File: config.mk
export PLATFORM = sky130hd
export DESIGN_NAME = core_bus_top
export DESIGN_NICKNAME = d
export VERILOG_FILES = /design/src/core_bus_pkg.sv /design/src/clint_timer.sv /design/src/core_bus_top.sv /design/src/read_arbiter.sv /design/src/read_router.sv
export SDC_FILE = /design/constraint.sdc
export NUM_CORES = 1
export LEC_CHECK = 0
export BUFFER_PORTS_ARGS = -buffer_cell sky130_fd_sc_hd__buf_2
export CAP_MARGIN = 20
export CORE_AREA = 2 2 184 186
export DETAILED_ROUTE_END_ITERATION = 10
export DIE_AREA = 0 0 186 188
export PLACE_DENSITY = 0.53
export SLEW_MARGIN = 20
export SYNTH_ARGS = -nofsm -noshare
export SYNTH_HDL_FRONTEND = slang
export SYNTH_HIERARCHICAL = 1
export SYNTH_SLANG_ARGS = --single-unit
File: constraint.sdc
create_clock -name clock -period 6.3 [get_ports clock]
set_input_delay 1.26 -clock clock [delete_from_list [all_inputs] [get_ports clock]]
set_output_delay 1.26 -clock clock [all_outputs]
set_load 0.05 [all_outputs]
File: src/core_bus_pkg.sv
`default_nettype none

package core_bus_pkg;

  // bus widths
  localparam int addr_w = 32;
  localparam int data_w = 32;
  localparam int id_w   = 4;

  // core-local timer window
  localparam logic [addr_w-1:0] clint_base_default = 32'ha000_0000;
  localparam logic [addr_w-1:0] clint_size_default = 32'h0001_0000;  // 64 KiB

  // word offsets of mtime inside the window
  localparam logic [addr_w-1:0] mtime_lo_offset = 32'h0000_0000;
  localparam logic [addr_w-1:0] mtime_hi_offset = 32'h0000_0004;

  localparam logic [1:0] resp_okay = 2'b00;

  // read address channel, 49 bits
  typedef struct packed {
    logic [addr_w-1:0] addr;
    logic [id_w-1:0]   id;
    logic [7:0]        len;    // beats minus one
    logic [2:0]        size;   // log2 bytes per beat
    logic [1:0]        burst;
  } ar_req_t;

  // read data channel, 39 bits
  typedef struct packed {
    logic [data_w-1:0] data;
    logic [1:0]        resp;
    logic              last;
    logic [id_w-1:0]   id;
  } r_beat_t;

  // write address channel, same layout as ar
  typedef struct packed {
    logic [addr_w-1:0] addr;
    logic [id_w-1:0]   id;
    logic [7:0]        len;
    logic [2:0]        size;
    logic [1:0]        burst;
  } aw_req_t;

  // write data channel, 37 bits
  typedef struct packed {
    logic [data_w-1:0]   data;
    logic [data_w/8-1:0] strb;
    logic                last;
  } w_beat_t;

  // write response, 6 bits
  typedef struct packed {
    logic [1:0]      resp;
    logic [id_w-1:0] id;
  } b_resp_t;

endpackage

`default_nettype wire

File: src/clint_timer.sv
`timescale 1ns/100ps
`default_nettype none

module clint_timer (
  input  logic                  clock,
  input  logic                  rst,
  input  logic                  ar_valid,
  output logic                  ar_ready,
  input  core_bus_pkg::ar_req_t ar,
  output logic                  r_valid,
  input  logic                  r_ready,
  output core_bus_pkg::r_beat_t r
);

  logic [63:0] mtime;
  logic hi_sel;
  logic [core_bus_pkg::data_w-1:0] rd_word;
  logic ar_fire;

  // free-running machine timer, keeps counting under back-pressure
  always_ff @(posedge clock) begin
    if (rst) begin
      mtime <= '0;
    end else begin
      mtime <= mtime + 64'd1;
    end
  end

  assign ar_ready = !r_valid;  // one read at a time
  assign ar_fire  = ar_valid && ar_ready;

  // bit 2 picks the word
  assign hi_sel  = ar.addr[2] == core_bus_pkg::mtime_hi_offset[2];
  assign rd_word = hi_sel ? mtime[63:32] : mtime[31:0];

  always_ff @(posedge clock) begin
    if (rst) begin
      r_valid <= 1'b0;
    end else if (ar_fire) begin
      r_valid <= 1'b1;
    end else if (r_ready) begin
      r_valid <= 1'b0;
    end
  end

  // single beat, id echoed from the request
  always_ff @(posedge clock) begin
    if (ar_fire) begin
      r.data <= rd_word;   // value at the ar edge
      r.resp <= core_bus_pkg::resp_okay;
      r.last <= 1'b1;
      r.id   <= ar.id;
    end
  end

  // the router sends nothing new until the beat is taken
  a_one_outstanding: assert property (
    @(posedge clock) disable iff (rst) r_valid |-> !ar_valid
  ) else $error("clint_timer: new request while a response is pending");

endmodule

`default_nettype wire

File: src/core_bus_top.sv
`timescale 1ns/100ps
`default_nettype none

module core_bus_top #(
  parameter logic [core_bus_pkg::addr_w-1:0] clint_base = core_bus_pkg::clint_base_default,
  parameter logic [core_bus_pkg::addr_w-1:0] clint_size = core_bus_pkg::clint_size_default
) (
  input  logic                  clock,
  input  logic                  rst,

  // fetch port
  input  logic                  fetch_arvalid,
  output logic                  fetch_arready,
  input  core_bus_pkg::ar_req_t fetch_ar,
  output logic                  fetch_rvalid,
  input  logic                  fetch_rready,
  output core_bus_pkg::r_beat_t fetch_r,

  // load/store port
  input  logic                  ls_arvalid,
  output logic                  ls_arready,
  input  core_bus_pkg::ar_req_t ls_ar,
  output logic                  ls_rvalid,
  input  logic                  ls_rready,
  output core_bus_pkg::r_beat_t ls_r,
  input  logic                  ls_awvalid,
  output logic                  ls_awready,
  input  core_bus_pkg::aw_req_t ls_aw,
  input  logic                  ls_wvalid,
  output logic                  ls_wready,
  input  core_bus_pkg::w_beat_t ls_w,
  output logic                  ls_bvalid,
  input  logic                  ls_bready,
  output core_bus_pkg::b_resp_t ls_b,

  // external master port
  output logic                  ext_arvalid,
  input  logic                  ext_arready,
  output core_bus_pkg::ar_req_t ext_ar,
  input  logic                  ext_rvalid,
  output logic                  ext_rready,
  input  core_bus_pkg::r_beat_t ext_r,
  output logic                  ext_awvalid,
  input  logic                  ext_awready,
  output core_bus_pkg::aw_req_t ext_aw,
  output logic                  ext_wvalid,
  input  logic                  ext_wready,
  output core_bus_pkg::w_beat_t ext_w,
  input  logic                  ext_bvalid,
  output logic                  ext_bready,
  input  core_bus_pkg::b_resp_t ext_b
);

  logic                  bus_arvalid;
  logic                  bus_arready;
  core_bus_pkg::ar_req_t bus_ar;
  logic                  bus_rvalid;
  logic                  bus_rready;
  core_bus_pkg::r_beat_t bus_r;

  logic                  clint_arvalid;
  logic                  clint_arready;
  core_bus_pkg::ar_req_t clint_ar;
  logic                  clint_rvalid;
  logic                  clint_rready;
  core_bus_pkg::r_beat_t clint_r;

  read_arbiter u_arbiter (
    .clock         (clock),
    .rst           (rst),
    .fetch_arvalid (fetch_arvalid),
    .fetch_arready (fetch_arready),
    .fetch_ar      (fetch_ar),
    .fetch_rvalid  (fetch_rvalid),
    .fetch_rready  (fetch_rready),
    .fetch_r       (fetch_r),
    .ls_arvalid    (ls_arvalid),
    .ls_arready    (ls_arready),
    .ls_ar         (ls_ar),
    .ls_rvalid     (ls_rvalid),
    .ls_rready     (ls_rready),
    .ls_r          (ls_r),
    .bus_arvalid   (bus_arvalid),
    .bus_arready   (bus_arready),
    .bus_ar        (bus_ar),
    .bus_rvalid    (bus_rvalid),
    .bus_rready    (bus_rready),
    .bus_r         (bus_r)
  );

  read_router #(
    .clint_base (clint_base),
    .clint_size (clint_size)
  ) u_router (
    .clock         (clock),
    .rst           (rst),
    .bus_arvalid   (bus_arvalid),
    .bus_arready   (bus_arready),
    .bus_ar        (bus_ar),
    .bus_rvalid    (bus_rvalid),
    .bus_rready    (bus_rready),
    .bus_r         (bus_r),
    .ext_arvalid   (ext_arvalid),
    .ext_arready   (ext_arready),
    .ext_ar        (ext_ar),
    .ext_rvalid    (ext_rvalid),
    .ext_rready    (ext_rready),
    .ext_r         (ext_r),
    .clint_arvalid (clint_arvalid),
    .clint_arready (clint_arready),
    .clint_ar      (clint_ar),
    .clint_rvalid  (clint_rvalid),
    .clint_rready  (clint_rready),
    .clint_r       (clint_r)
  );

  clint_timer u_clint (
    .clock    (clock),
    .rst      (rst),
    .ar_valid (clint_arvalid),
    .ar_ready (clint_arready),
    .ar       (clint_ar),
    .r_valid  (clint_rvalid),
    .r_ready  (clint_rready),
    .r        (clint_r)
  );

  // load/store is the only writer, so writes go straight out
  assign ext_awvalid = ls_awvalid;
  assign ls_awready  = ext_awready;
  assign ext_aw      = ls_aw;
  assign ext_wvalid  = ls_wvalid;
  assign ls_wready   = ext_wready;
  assign ext_w       = ls_w;
  assign ls_bvalid   = ext_bvalid;
  assign ext_bready  = ls_bready;
  assign ls_b        = ext_b;

endmodule

`default_nettype wire

File: src/read_arbiter.sv
`timescale 1ns/100ps
`default_nettype none

module read_arbiter (
  input  logic                  clock,
  input  logic                  rst,

  // fetch port, reads only
  input  logic                  fetch_arvalid,
  output logic                  fetch_arready,
  input  core_bus_pkg::ar_req_t fetch_ar,
  output logic                  fetch_rvalid,
  input  logic                  fetch_rready,
  output core_bus_pkg::r_beat_t fetch_r,

  // load/store port, read side
  input  logic                  ls_arvalid,
  output logic                  ls_arready,
  input  core_bus_pkg::ar_req_t ls_ar,
  output logic                  ls_rvalid,
  input  logic                  ls_rready,
  output core_bus_pkg::r_beat_t ls_r,

  // shared read channel toward the router
  output logic                  bus_arvalid,
  input  logic                  bus_arready,
  output core_bus_pkg::ar_req_t bus_ar,
  input  logic                  bus_rvalid,
  output logic                  bus_rready,
  input  core_bus_pkg::r_beat_t bus_r
);

  logic busy;       // a burst is outstanding
  logic owner_ls;   // owner of the outstanding burst
  logic ls_grant;
  logic fetch_grant;
  logic ar_fire;
  logic r_done;

  // load/store wins when both ask in the same cycle
  always_comb begin
    if (busy) begin
      ls_grant    = owner_ls;
      fetch_grant = !owner_ls;
    end else begin
      ls_grant    = ls_arvalid;
      fetch_grant = fetch_arvalid && !ls_arvalid;
    end
  end

  // request side, only while idle
  assign bus_arvalid   = !busy && (ls_arvalid || fetch_arvalid);
  assign bus_ar        = ls_grant ? ls_ar : fetch_ar;
  assign ls_arready    = !busy && ls_grant && bus_arready;
  assign fetch_arready = !busy && fetch_grant && bus_arready;

  assign ar_fire = bus_arvalid && bus_arready;
  assign r_done  = bus_rvalid && bus_rready && bus_r.last;

  always_ff @(posedge clock) begin
    if (rst) begin
      busy     <= 1'b0;
      owner_ls <= 1'b0;
    end else if (ar_fire) begin
      busy     <= 1'b1;
      owner_ls <= ls_grant;
    end else if (r_done) begin
      busy     <= 1'b0;
    end
  end

  // responses go to the owner only
  assign ls_rvalid    = busy && owner_ls && bus_rvalid;
  assign fetch_rvalid = busy && !owner_ls && bus_rvalid;
  assign ls_r         = bus_r;
  assign fetch_r      = bus_r;
  assign bus_rready   = busy && (owner_ls ? ls_rready : fetch_rready);

  // a response only ever arrives for the granted burst
  a_r_granted: assert property (
    @(posedge clock) disable iff (rst) bus_rvalid |-> busy
  ) else $error("read_arbiter: read response with no granted burst");

endmodule

`default_nettype wire

File: src/read_router.sv
`timescale 1ns/100ps
`default_nettype none

module read_router #(
  parameter logic [core_bus_pkg::addr_w-1:0] clint_base = core_bus_pkg::clint_base_default,
  parameter logic [core_bus_pkg::addr_w-1:0] clint_size = core_bus_pkg::clint_size_default
) (
  input  logic                  clock,
  input  logic                  rst,

  // granted read from the arbiter
  input  logic                  bus_arvalid,
  output logic                  bus_arready,
  input  core_bus_pkg::ar_req_t bus_ar,
  output logic                  bus_rvalid,
  input  logic                  bus_rready,
  output core_bus_pkg::r_beat_t bus_r,

  // external bus
  output logic                  ext_arvalid,
  input  logic                  ext_arready,
  output core_bus_pkg::ar_req_t ext_ar,
  input  logic                  ext_rvalid,
  output logic                  ext_rready,
  input  core_bus_pkg::r_beat_t ext_r,

  // timer
  output logic                  clint_arvalid,
  input  logic                  clint_arready,
  output core_bus_pkg::ar_req_t clint_ar,
  input  logic                  clint_rvalid,
  output logic                  clint_rready,
  input  core_bus_pkg::r_beat_t clint_r
);

  logic [core_bus_pkg::addr_w-1:0] win_offset;
  logic hit;          // current request falls in the timer window
  logic busy;
  logic tgt_clint;    // target latched at the ar transfer
  logic ar_fire;
  logic r_done;

  assign win_offset = bus_ar.addr - clint_base;
  assign hit        = (bus_ar.addr >= clint_base) && (win_offset < clint_size);

  // forward to one target, nothing new while a burst is open
  assign ext_arvalid   = !busy && bus_arvalid && !hit;
  assign clint_arvalid = !busy && bus_arvalid && hit;
  assign ext_ar        = bus_ar;
  assign clint_ar      = bus_ar;
  assign bus_arready   = !busy && (hit ? clint_arready : ext_arready);

  assign ar_fire = bus_arvalid && bus_arready;
  assign r_done  = bus_rvalid && bus_rready && bus_r.last;

  always_ff @(posedge clock) begin
    if (rst) begin
      busy      <= 1'b0;
      tgt_clint <= 1'b0;
    end else if (ar_fire) begin
      busy      <= 1'b1;
      tgt_clint <= hit;
    end else if (r_done) begin
      busy      <= 1'b0;
    end
  end

  // response path follows the latched target, not the live address
  assign bus_rvalid   = busy && (tgt_clint ? clint_rvalid : ext_rvalid);
  assign bus_r        = tgt_clint ? clint_r : ext_r;
  assign ext_rready   = busy && !tgt_clint && bus_rready;
  assign clint_rready = busy && tgt_clint && bus_rready;

  // a target only answers the burst that was sent to it
  a_ext_r_owner: assert property (
    @(posedge clock) disable iff (rst) ext_rvalid |-> busy && !tgt_clint
  ) else $error("read_router: external response with no external burst open");

  a_clint_r_owner: assert property (
    @(posedge clock) disable iff (rst) clint_rvalid |-> busy && tgt_clint
  ) else $error("read_router: timer response with no timer burst open");

endmodule

`default_nettype wire

==> implementation parameters, run 1 <==
Parameter                              Value

Timing
  Maximum clock skew at final layout ... about 0.0085 ns
  Relative slew margins ... between 30% and 40%
  Final Cycle Share ... 89.8%
  Achievable clock frequency ... roughly 0.18 GHz
  Worst hold slack after final layout ... 0.485 ns
  Final critical path time including I/O delays and setup ... around 5.7 ns
  Final Hold Fails ... 0
  Accumulated negative setup slack ... 0 ns
  Max-slew violations ... 0
  Final count of negative-setup-slack endpoints ... 0
  Actual slew at the worst max-slew pin ... roughly 0.9 ns
  Setup repair after global routing missed its margin ... no

Power
  Combinational group share of total power ... 26.9%
  Switching power ... roughly 620 uW
  IR drop worst, VDD ... ~0.12 mV
  Switching part of the total ... a little over a third
  Internal power of the cells ... around 1100 uW
  Clock share of power ... 32.7%
  Sequential Power Share ... 40.4%
  Static Leak ... 0.00336 uW
  Ratio of total power to cell area ... between 200 and 250 nW/um^2
  Pwr Total ... about 1700 uW

CTS
  Clock Root Buffer ... clkbuf_16
  Clock slew at the register clock pins of the worst setup and hold paths ... 0.08 ns
  Post-CTS repair timing setup buffer count ... 0
  Total CTS buffers ... 9
  H-tree Lvls ... 3
  Clock network latency to the later pin of the worst-skew pair ... ~0.36 ns
  Number of hold-repair buffers added at the cts stage ... 0
  # resized after CTS ... 0
  Clock tree from TritonCTS ... done
  Buffers from clock root to sink, at most ... 2
  CTS sink count ... between 100 and 150

Worst setup path
  Max Fanout on Critical Path ... 13
  Critical Path End Type ... output pin
  Required time of the worst setup path ... about 5.0 ns
  Worst Setup Path Type ... in2out
  CP arrival ... about 4.4 ns
  Kind of start point of the critical path ... primary input

GRT
  Number of antenna violations at the first check in global routing ... 0
  Pin count of the biggest net entering global routing ... 45
  Global-route wire length before repair ... ~30 mm
  GRT Resource Usage Total ... a little under an eighth
  Number of global-route vias before repair ... 5,267
  Global-route congestion overflow total ... 0

Placement
  DP HPWL ... around 17 mm
  I/O Buffers ... 277
  Routability congestion estimate from global placement ... between 0.8 and 0.9
  Count of placed standard cells including taps ... approximately 1,300

Route
  Routed Antenna Nets ... 0
  WL final ... 20.9 mm
  Per-cell routed wire length ... 16.0 um
  DRC violations left ... 0
  Number of DRC markers after the initial detailed-route iteration ... about 230
  Number of optimization iterations in the first detailed-route pass ... 4
  Detailed-route via count ... 5,602
  Detailed-route vias per instance ... 4.29

Cells and area
  Antenna fix cells ... 0
  Area growth, synth to finish ... 5.79%
  Share of cells above drive strength 1 ... between 50% and 60%
  Layout Nets ... roughly 1,100
  Final instance count without filler cells ... between 1,000 and 1,500

Run
  Max-cap violations ... 0

Die
  Die span in x ... 186 um
  Top-Level Pins ... between 400 and 500
  Placeable Area ... ~33,000 um^2
  Die height ... around 190 um
  Placement Rows ... 67
  Starting density of the core ... about a quarter
  Die area ... 35,000 um^2

Yosys
  Post-synthesis instance area ... approximately 7800 um^2
  Gate count of the mapped netlist ... 816
  Count of yosys warnings during synthesis ... 6
  Syn Area/Cell ... between 9 and 10 um^2

Run status
  Outcome ... complete, no violations

Worst hold path
  Hold/Removal Path Class ... reg2reg
per-stage QoR:
| stage | utilization [%] | instance area [um^2] | worst slack [ns] |
|---|---|---|---|
| global route | 24.8 | 8230 | 0.443 |
| floorplan | - | 7780 | 0.350 |
| finish | 24.8 | 8230 | 0.640 |
| detailed placement | 23.9 | 7920 | 0.760 |
| CTS | 24.8 | 8230 | 0.737 |
| global placement | 23.9 | 7920 | 0.835 |
path summary, 6_finish.rpt:
check                                                 start                     endpoint  slack [ns]  cells past startpoint
worst min-delay path            u_clint/mtime[0]$_SDFF_PP0_  u_clint/mtime[0]$_SDFF_PP0_        0.49                      1
worst max register to register  u_arbiter/busy$_SDFFE_PP0P_      u_clint/r[20]$_DFFE_PP_        2.37                      8
worst min register to register  u_clint/mtime[0]$_SDFF_PP0_  u_clint/mtime[0]$_SDFF_PP0_        0.49                      1
worst max-delay path                             ls_arvalid                fetch_arready        0.64                     10
placed cells by master (no fill, tap or decap), drive strengths merged, types with 2 or more instances in the layout:
cell type	n
a21oi	24
edfxtp	36
dfxtp	69
or2	2
nor4	13
buf	281
conb	3
or4b	2
nor2	52
o31ai	5
o31a	2
or4	9
nand4	29
xnor2	7
ha	2
clkbuf	9
o21ai	21
and4	5
xor2	28
mux2i	3
mux2	120
nand2	36
inv	11
clkinv	2
and3	12
o21ba	3
nor3	6
nand3	28
nor2b	9
or3	15
area by class of cell:
cell class	count	area, um^2
clock inverter	7	76.3
sequential	105	2470
multi-input combinational	449	3460
fill	3576	24900
tap	448	561
inverter	6	22.5
timing repair buffer	281	1420
clock buffer	9	225
metal layers:
metal | GRT usage (%) | share of wire, %
met4 | 4.27 | 1.9
met5 | 0 | 0
met2 | 18.8 | 47
met1 | 14.7 | 44
met3 | 2.21 | 6.9
worst max-delay path, stage by stage:
cell      delay (ns)
buf_2           0.13
mux2i_4         0.49
buf_4           0.27
mux2_4          0.31
nor4b_1         0.56
and3_1          0.26
nand3_1         0.08
a21oi_1         0.29
nor4bb_1        0.34
buf_2           0.39
state kept, by name, summed over array words and instances, names as in the netlist:
signal / cells
u_router/busy: 1
u_clint/r: 36
u_router/tgt_clint: 1
u_arbiter/owner_ls: 1
u_clint/r_valid: 1
u_arbiter/busy: 1
u_clint/mtime: 64
power by group through the flow:
| stage | Clock (uW) | Combinational, uW | Sequential [uW] |
|---|---|---|---|
| 5_1_grt | 616 | 492 | 706 |
| 3_3_place_gp | 0 | 468 | 721 |
| 2_1_floorplan | 0 | 597 | 719 |
| 3_5_place_dp | 0 | 471 | 721 |
| 4_1_cts | 599 | 472 | 705 |
| 6_report | 570 | 470 | 705 |
(Power assumes the default switching activity.)
==> run 2, diff against run 1 <==
--- a/config.mk
+++ b/config.mk
@@ -6,13 +6,11 @@
 export NUM_CORES = 1
 export LEC_CHECK = 0
 export BUFFER_PORTS_ARGS = -buffer_cell sky130_fd_sc_hd__buf_2
-export CAP_MARGIN = 20
-export CORE_AREA = 2 2 184 186
+export CORE_AREA = 2 2 185 187
 export DETAILED_ROUTE_END_ITERATION = 10
-export DIE_AREA = 0 0 186 188
-export PLACE_DENSITY = 0.53
+export DIE_AREA = 0 0 187 189
+export PLACE_DENSITY = 0.48
 export SLEW_MARGIN = 20
 export SYNTH_ARGS = -nofsm -noshare
 export SYNTH_HDL_FRONTEND = slang
-export SYNTH_HIERARCHICAL = 1
 export SYNTH_SLANG_ARGS = --single-unit
==> run 2 against run 1 <==
  * Non-clock buffer count is 1 higher
  * Utilization shrank 0.94 points
  * Die area increased by 1.1%
  * Sequential power fell by 1%
  * Flip-flop and latch count decreased by 1
  * Routed wire length is 25% higher
  * Combinational power shrank 3%
  * Final cell count is 1.1% lower
  * Critical endpoint unchanged
==> implementation parameters, run 2 <==
Parameter                              Value

Route
  Detailed-route via count ... 5,341 (-4.7%)
  Number of DRC markers after the initial detailed-route iteration ... 237 (+3.9%)
  Per-cell routed wire length ... 20.3 um (+27%)
  Number of optimization iterations in the first detailed-route pass ... 4 (unchanged)
  Routed Antenna Nets ... 0 (unchanged)
  Detailed-route vias per instance ... 4.14 (-3.6%)
  DRC violations left ... 0 (unchanged)
  WL final ... 26.2 mm (+25%)

Worst setup path
  Worst path most repeated cell ... buf_2
  Required time of the worst setup path ... 5.04 ns (about the same)
  Critical Path End Type ... output pin
  Kind of cell adding the most delay to the critical path ... buffers and inverters
  CP arrival ... 3.46 ns (-0.94 ns)
  Max incr delay on CP ... 0.42 ns (-0.14 ns)
  Worst Setup Path Type ... in2out
  Max Fanout on Critical Path ... 28 (+15)
  Crit-path slowest cell ... buf_4
  FF-to-FF setup slack ... 2.87 ns (+0.50 ns)
  Depth of the most critical reg-to-reg path ... 7 (-1)
  Kind of start point of the critical path ... primary input
  Total buffers and inverters traversed by the critical path ... 3 (unchanged)
  Critical path, cell by cell ... buf_2 -> mux2i_4 -> buf_4 -> nand4_1 -> nor4_1 -> a41o_1 -> mux2_4 -> buf_2
  Instance count on the critical path ... 8 (-2)

Die
  Top-Level Pins ... 474 (unchanged)
  Die height ... 189 um (+0.53%)
  Placeable Area ... 33,300 um^2 (+0.51%)
  Die span in x ... 187 um (+0.54%)
  Starting density of the core ... 20.4% (-3.1 points)
  Placement Rows ... 67 (unchanged)
  Die area ... 35,300 um^2 (+1.1%)

Timing
  Maximum clock skew at final layout ... 0.0107 ns (+0.00216 ns)
  Relative slew margins ... 37.4% (-2.6 points)
  Final Hold Fails ... 0 (unchanged)
  Setup repair after global routing missed its margin ... no
  Accumulated negative setup slack ... 0 ns (unchanged)
  Final Cycle Share ... 74.9% (-15 points)
  Final count of negative-setup-slack endpoints ... 0 (unchanged)
  Final critical path time including I/O delays and setup ... 4.72 ns (-0.943 ns)
  Max-slew violations ... 0 (unchanged)
  Actual slew at the worst max-slew pin ... 0.938 ns (+0.0373 ns)
  Achievable clock frequency ... 0.212 GHz (+20%)

Cells and area
  Highest-count cells in the layout ignoring fill and taps ... 277 x buf_2, 107 x mux2_2, 67 x nor2_1, 67 x dfxtp_1
  Leading cell type in the layout, fill and taps excluded ... buf_2
  Sequential standard cell area ... 2440 um^2 (-0.91%)
  Register bank with the most flops ... u_clint.mtime
  Count of filler cells inserted in the layout ... 3,618 (+1.2%)
  Largest registers ranked by flip-flop count ... u_clint.mtime: 64 flops, u_clint.r: 36 flops
  Area growth, synth to finish ... 17.2%
  Flip-flop count of the largest register, all copies and words added ... 64 (unchanged)
  Layout Nets ... 1,079 (-1.6%)
  Share of cells above drive strength 1 ... 50.7% (-0.34 points)
  Multi-input combinational cell area ... 3130 um^2 (-9.5%)

Yosys
  Largest cells by area after synthesis ... dfxtp_1 20%, mux2_2 18%, edfxtp_1 16%, buf_4 15%, xnor2_1 4.6%
  Synth cell types ... between 40 and 50
  Synth Flop Type ... dfxtp_1
  Share of flip-flops with an asynchronous set or reset after synthesis ... 0%
  Post-synthesis instance area ... 6790 um^2 (-13%)
  #FFs+latches synth ... roughly 100
  Gate count of the mapped netlist ... 707 (-13%)
  Mapped Nets ... ~950
  Area leader, netlist ... dfxtp_1
  Share of the yosys chip area belonging to registers ... a little over a third
  Most used standard cell by instance count after synthesis ... buf_4
  Leading post-synthesis cells by instance count ... 138 x buf_4, 107 x mux2_2, 68 x dfxtp_1, 67 x nor2_1
  Number of flops mapped to enable cells by yosys ... 36
  Syn Area/Cell ... 9.60 um^2 (+0.77%)
  Count of yosys warnings during synthesis ... 0 (-6)
  Top cell type's share of synthesized area ... between 20 and 25%

GRT
  Number of global-route vias before repair ... 5,096 (-3.2%)
  Global-route wire length before repair ... 36.1 mm (+20%)
  Pin count of the biggest net entering global routing ... 69 (+53%)
  Number of antenna violations at the first check in global routing ... 15 (+15)
  GRT Resource Usage Total ... 14.3% (+2.9 points)
  Global-route congestion overflow total ... 0 (unchanged)

Power
  Pwr Total ... 1770 uW (+1.5%)
  IR drop worst, VDD ... 0.124 mV (+7.8%)
  Ratio of total power to cell area ... 223 nW/um^2 (+5.0%)
  Static Leak ... 0.00321 uW (-4.4%)

Placement
  Routability congestion estimate from global placement ... 0.892 (+11%)
  DP HPWL ... 21.5 mm (+29%)
  I/O Buffers ... 277 (unchanged)

CTS
  # resized after CTS ... 0 (unchanged)
  Post-CTS repair timing setup buffer count ... 0 (unchanged)
  H-tree Lvls ... 3 (unchanged)
  Clock slew at the register clock pins of the worst setup and hold paths ... 0.08 ns (about the same)
  Clock Root Buffer ... clkbuf_16
  Number of hold-repair buffers added at the cts stage ... 0 (unchanged)
  Buffers from clock root to sink, at most ... 2 (unchanged)
  Clock network latency to the later pin of the worst-skew pair ... 0.36 ns (about the same)
  Total CTS buffers ... 9 (unchanged)
  CTS sink count ... 104 (-0.95%)
  Clock tree from TritonCTS ... done

Run
  Max-cap violations ... 0 (unchanged)

Run status
  Outcome ... complete, no violations

Worst hold path
  Hold path depth ... 1 (unchanged)
  Hold/Removal Path Class ... reg2reg
## run 2: metal layers
layer	GRT usage [%]	up-vias	wire length (um)
met5	2.47	-	170
met4	4.24	8	697
met3	5.10	40	2040
met2	24.1	255	12400
met1	17.0	2484	10900
li1	-	2554	-
## run 2: logic make-up (layout without fill, tap and decap cells)
logic type,count (synthesis),after routing,share of synthesized area [%]
adder cells (fa/ha/maj),2,2,0.368
AND/OR/NAND/NOR,214,214,17.0
other,0,3,0
flip-flops,104,104,36.0
multiplexers,113,113,18.9
XOR/XNOR,52,52,6.71
buffers and inverters,185,317,18.1
AO/OA/AOI/OAI,37,37,3.00
## run 2: stage by stage
step / instance area (um^2) / instances / setup slack, ns / hold slack (ns) / utilization [%]
floorplan: 6790 / 707 / 1.36 / 0.427 / -
global placement: 7630 / 1271 / 1.68 / 0.447 / 22.9
detailed placement: 7630 / 1271 / 1.57 / 0.458 / 22.9
CTS: 7950 / 1287 / 1.57 / 0.517 / 23.9
global route: 7960 / 1289 / 1.46 / 0.561 / 23.9
finish: 7960 / 1290 / 1.58 / 0.505 / 23.9
## run 2: worst paths after layout
check,start,endpoint
worst min register to register,u_clint.mtime[0]$_SDFF_PP0_,u_clint.mtime[0]$_SDFF_PP0_
worst max-delay path,ls_arvalid,fetch_arready
worst max register to register,u_router.busy$_SDFFE_PP0P_,u_clint.r[0]$_DFFE_PP_
worst min-delay path,u_clint.mtime[0]$_SDFF_PP0_,u_clint.mtime[0]$_SDFF_PP0_
## run 2: area by class of cell
type | instances | area share [%]
timing repair buffer | 282 | 17.9
sequential | 104 | 30.7
clock buffer | 9 | 2.83
antenna | 3 | 0.0943
multi-input combinational | 418 | 39.3
inverter | 19 | 0.896
clock inverter | 7 | 1.19
tap | 448 | 7.04
## run 2: power breakdown
group	internal (uW)	switching (uW)	total [uW]
combinational	130	326	456
clock	322	297	618
sequential	692	4.62	697
==> run 3, diff against run 2 <==
--- a/config.mk
+++ b/config.mk
@@ -6,10 +6,10 @@
 export NUM_CORES = 1
 export LEC_CHECK = 0
 export BUFFER_PORTS_ARGS = -buffer_cell sky130_fd_sc_hd__buf_2
-export CORE_AREA = 2 2 185 187
+export CORE_AREA = 2 2 183 185
 export DETAILED_ROUTE_END_ITERATION = 10
-export DIE_AREA = 0 0 187 189
-export PLACE_DENSITY = 0.48
+export DIE_AREA = 0 0 185 187
+export PLACE_DENSITY = 0.51
 export SLEW_MARGIN = 20
 export SYNTH_ARGS = -nofsm -noshare
 export SYNTH_HDL_FRONTEND = slang
==> constraint.sdc (replaced) <==
create_clock -name clock -period 4 [get_ports clock]
set_input_delay 0.8 -clock clock [delete_from_list [all_inputs] [get_ports clock]]
set_output_delay 0.8 -clock clock [all_outputs]
set_load 0.05 [all_outputs]
==> run 3 against run 2 <==
  * Routed wire length shrank 1.5%
  * Total power up 57%
  * Worst hold slack got worse by 0.033 ns
  * First-iteration DRC count is 6.8% higher
  * Sequential share of layout area fell by 0.10 points
  * Non-clock buffer count up 2
  * Register-to-register slack got worse by 1.8 ns
  * Largest power group unchanged
==> implementation parameters, run 3 (same netlist as run 2, synthesis figures left out) <==
Parameter                              Value

Run status
  Outcome ... complete, no violations

CTS
  Number of hold-repair buffers added at the cts stage ... 0 (unchanged)
  Total CTS buffers ... 9 (unchanged)
  Buffers from clock root to sink, at most ... 2 (unchanged)
  H-tree Lvls ... 3 (unchanged)
  Clock Root Buffer ... clkbuf_16
  Clock tree from TritonCTS ... done
  CTS sink count ... 104 (unchanged)
  Clock slew at the register clock pins of the worst setup and hold paths ... 0.08 ns (about the same)
  # resized after CTS ... 0 (unchanged)
  Post-CTS repair timing setup buffer count ... 0 (unchanged)
  Clock network latency to the later pin of the worst-skew pair ... 0.36 ns (about the same)

Route
  Routed Antenna Nets ... 0 (unchanged)
  WL final ... 25.8 mm (-1.5%)
  DRC violations left ... 0 (unchanged)
  Detailed-route via count ... 5,315 (-0.49%)
  Number of optimization iterations in the first detailed-route pass ... 4 (unchanged)
  Detailed-route vias per instance ... 4.12 (-0.49%)
  Number of DRC markers after the initial detailed-route iteration ... 253 (+6.8%)
  Per-cell routed wire length ... 20.0 um (-1.5%)

Timing
  Minimum setup slack in the final design ... 0.201 ns (-1.38 ns)
  Actual slew at the worst max-slew pin ... 0.984 ns (+0.0456 ns)
  Accumulated negative setup slack ... 0 ns (unchanged)
  Worst hold slack after final layout ... 0.472 ns (-0.0331 ns)
  Final critical path time including I/O delays and setup ... approximately 3.8 ns
  Maximum clock skew at final layout ... 0.0153 ns (+0.00460 ns)
  Final Cycle Share ... between 90 and 100%
  Relative slew margins ... 34.4% (-3.0 points)
  Final Hold Fails ... 0 (unchanged)
  Max-slew violations ... 0 (unchanged)
  Achievable clock frequency ... between 0.2 and 0.3 GHz
  Final count of negative-setup-slack endpoints ... 0 (unchanged)
  Setup repair after global routing missed its margin ... no

Run
  Max-cap violations ... 0 (unchanged)

Worst setup path
  Required time of the worst setup path ... 3.20 ns (-1.84 ns)
  Depth of the most critical reg-to-reg path ... 8 (+1)
  Capture instance of the worst register-to-register path ... u_clint.r[3]$_DFFE_PP_
  FF-to-FF setup slack ... 1.09 ns (-1.78 ns)
  Worst flop-to-flop path startpoint ... u_router.busy$_SDFFE_PP0P_
  Worst Setup Path Type ... reg2out
  CP arrival ... 3.00 ns (-0.46 ns)
  Critical Path End Type ... output pin
  Kind of start point of the critical path ... register
  Max Fanout on Critical Path ... 29 (+3.6%)

Placement
  I/O Buffers ... 277 (unchanged)
  Count of placed standard cells including taps ... 1,273 (+0.16%)
  DP HPWL ... 21.4 mm (-0.39%)
  Setup Slack @ Placement ... 0.234 ns (-1.34 ns)
  Routability congestion estimate from global placement ... 0.795 (-11%)

Worst hold path
  Endpoint with the worst hold slack ... u_clint.mtime[0]$_SDFF_PP0_
  Hold path depth ... 1 (unchanged)
  Hold/Removal Path Class ... reg2reg
  Min-Delay Startpoint ... u_clint.mtime[0]$_SDFF_PP0_

Cells and area
  Highest-count cells in the layout ignoring fill and taps ... 277 x buf_2, 107 x mux2_2, 67 x dfxtp_1, 66 x nor2_1
  Layout Nets ... 1,081 (+0.19%)
  Share of cells above drive strength 1 ... 50.9% (+0.24 points)
  Flip-flop count of the largest register, all copies and words added ... 64 (unchanged)
  Final instance count without filler cells ... 1,290 (unchanged)
  Area growth, synth to finish ... 17.6%
  Register bank with the most flops ... u_clint.mtime
  Largest registers ranked by flip-flop count ... u_clint.mtime: 64 flops, u_clint.r: 36 flops
  Leading cell type in the layout, fill and taps excluded ... buf_2

GRT
  Number of global-route vias before repair ... 4,981 (-2.3%)
  Global-route wire length before repair ... 34.6 mm (-4.1%)
  Global-route congestion overflow total ... 0 (unchanged)
  Pin count of the biggest net entering global routing ... 50 (-28%)
  GRT Resource Usage Total ... 14.2% (-0.12 points)
  Number of antenna violations at the first check in global routing ... 17 (+2)

Die
  Placeable Area ... 32,900 um^2 (-1.3%)
  Die area ... 34,600 um^2 (-2.1%)
  Placement Rows ... 67 (unchanged)
  Die span in x ... 185 um (-1.1%)
  Top-Level Pins ... 474 (unchanged)
  Die height ... 187 um (-1.1%)
  Starting density of the core ... 20.7% (+0.26 points)

Power
  Static Leak ... 0.00322 uW (+0.34%)
  Ratio of total power to cell area ... 348 nW/um^2 (+56%)
  IR drop worst, VDD ... 0.219 mV (+77%)
run 3: cell count changes in the layout (fill, tap and decap cells not counted):
cell and delta:
nor2_2 +1, nor2_1 -1, buf_4 +1, diode_2 -2
inv_8 +1, clkinvlp_4 +1, inv_6 -2, buf_12 +1
run 3: through the flow:
stage	cell area (um^2)	util, %	total power (uW)
2_1_floorplan	6790	-	1920
3_3_place_gp	7660	23.3	1840
3_5_place_dp	7660	23.3	1840
4_1_cts	7980	24.3	2820
5_1_grt	7980	24.3	2890
6_report	7980	24.3	2780
run 3: final cells by class:
cell class / instances / area, um^2
repair buffers: 284 / 1450
diodes: 1 / 2.50
well taps: 448 / 561
inverters: 19 / 71.3
fillers: 3617 / 24900
flip-flops and latches: 104 / 2440
clock buffers: 9 / 225
multi-input cells: 418 / 3130
clock inverters: 7 / 96.3
run 3: layer usage:
| layer | share of wire, % | wire length [um] | global-route usage, % |
|---|---|---|---|
| met3 | 7.4 | 1920 | 4.05 |
| met5 | 0.49 | 127 | 2.71 |
| met2 | 49 | 12500 | 25.1 |
| met4 | 1.3 | 338 | 2.44 |
| met1 | 42 | 10900 | 17.0 |
run 3: critical path: stages, from the launching register on:
cell and delay (ns):
dfxtp_1 0.52, mux2i_4 0.39, buf_4 0.42, nand4_1 0.14, nor4_1 0.26, a41o_1 0.36, mux2_4 0.35, buf_2 0.22
run 3: how the worst max path moves through the flow:
stage / start / to / slack [ns] / depth (start not counted)
6_report: u_router.busy$_SDFFE_PP0P_ / fetch_arready / 0.20 / 7
3_3_place_gp: ls_arvalid / fetch_arready / 0.30 / 8
4_1_cts: u_router.busy$_SDFFE_PP0P_ / fetch_arready / 0.16 / 7
3_5_place_dp: ls_arvalid / fetch_arready / 0.23 / 8
2_1_floorplan: ls_arvalid / ls_arready / 0.10 / 11
5_1_grt: u_router.busy$_SDFFE_PP0P_ / fetch_arready / 0.06 / 7
run 3: power by group:
group	switching [uW]	internal (uW)	leakage [uW]	total, uW
Clock	459	507	0.000154	965
Sequential	6.37	1090	0.000881	1100
Combinational	509	205	0.00219	714
Total	974	1800	0.00322	2780
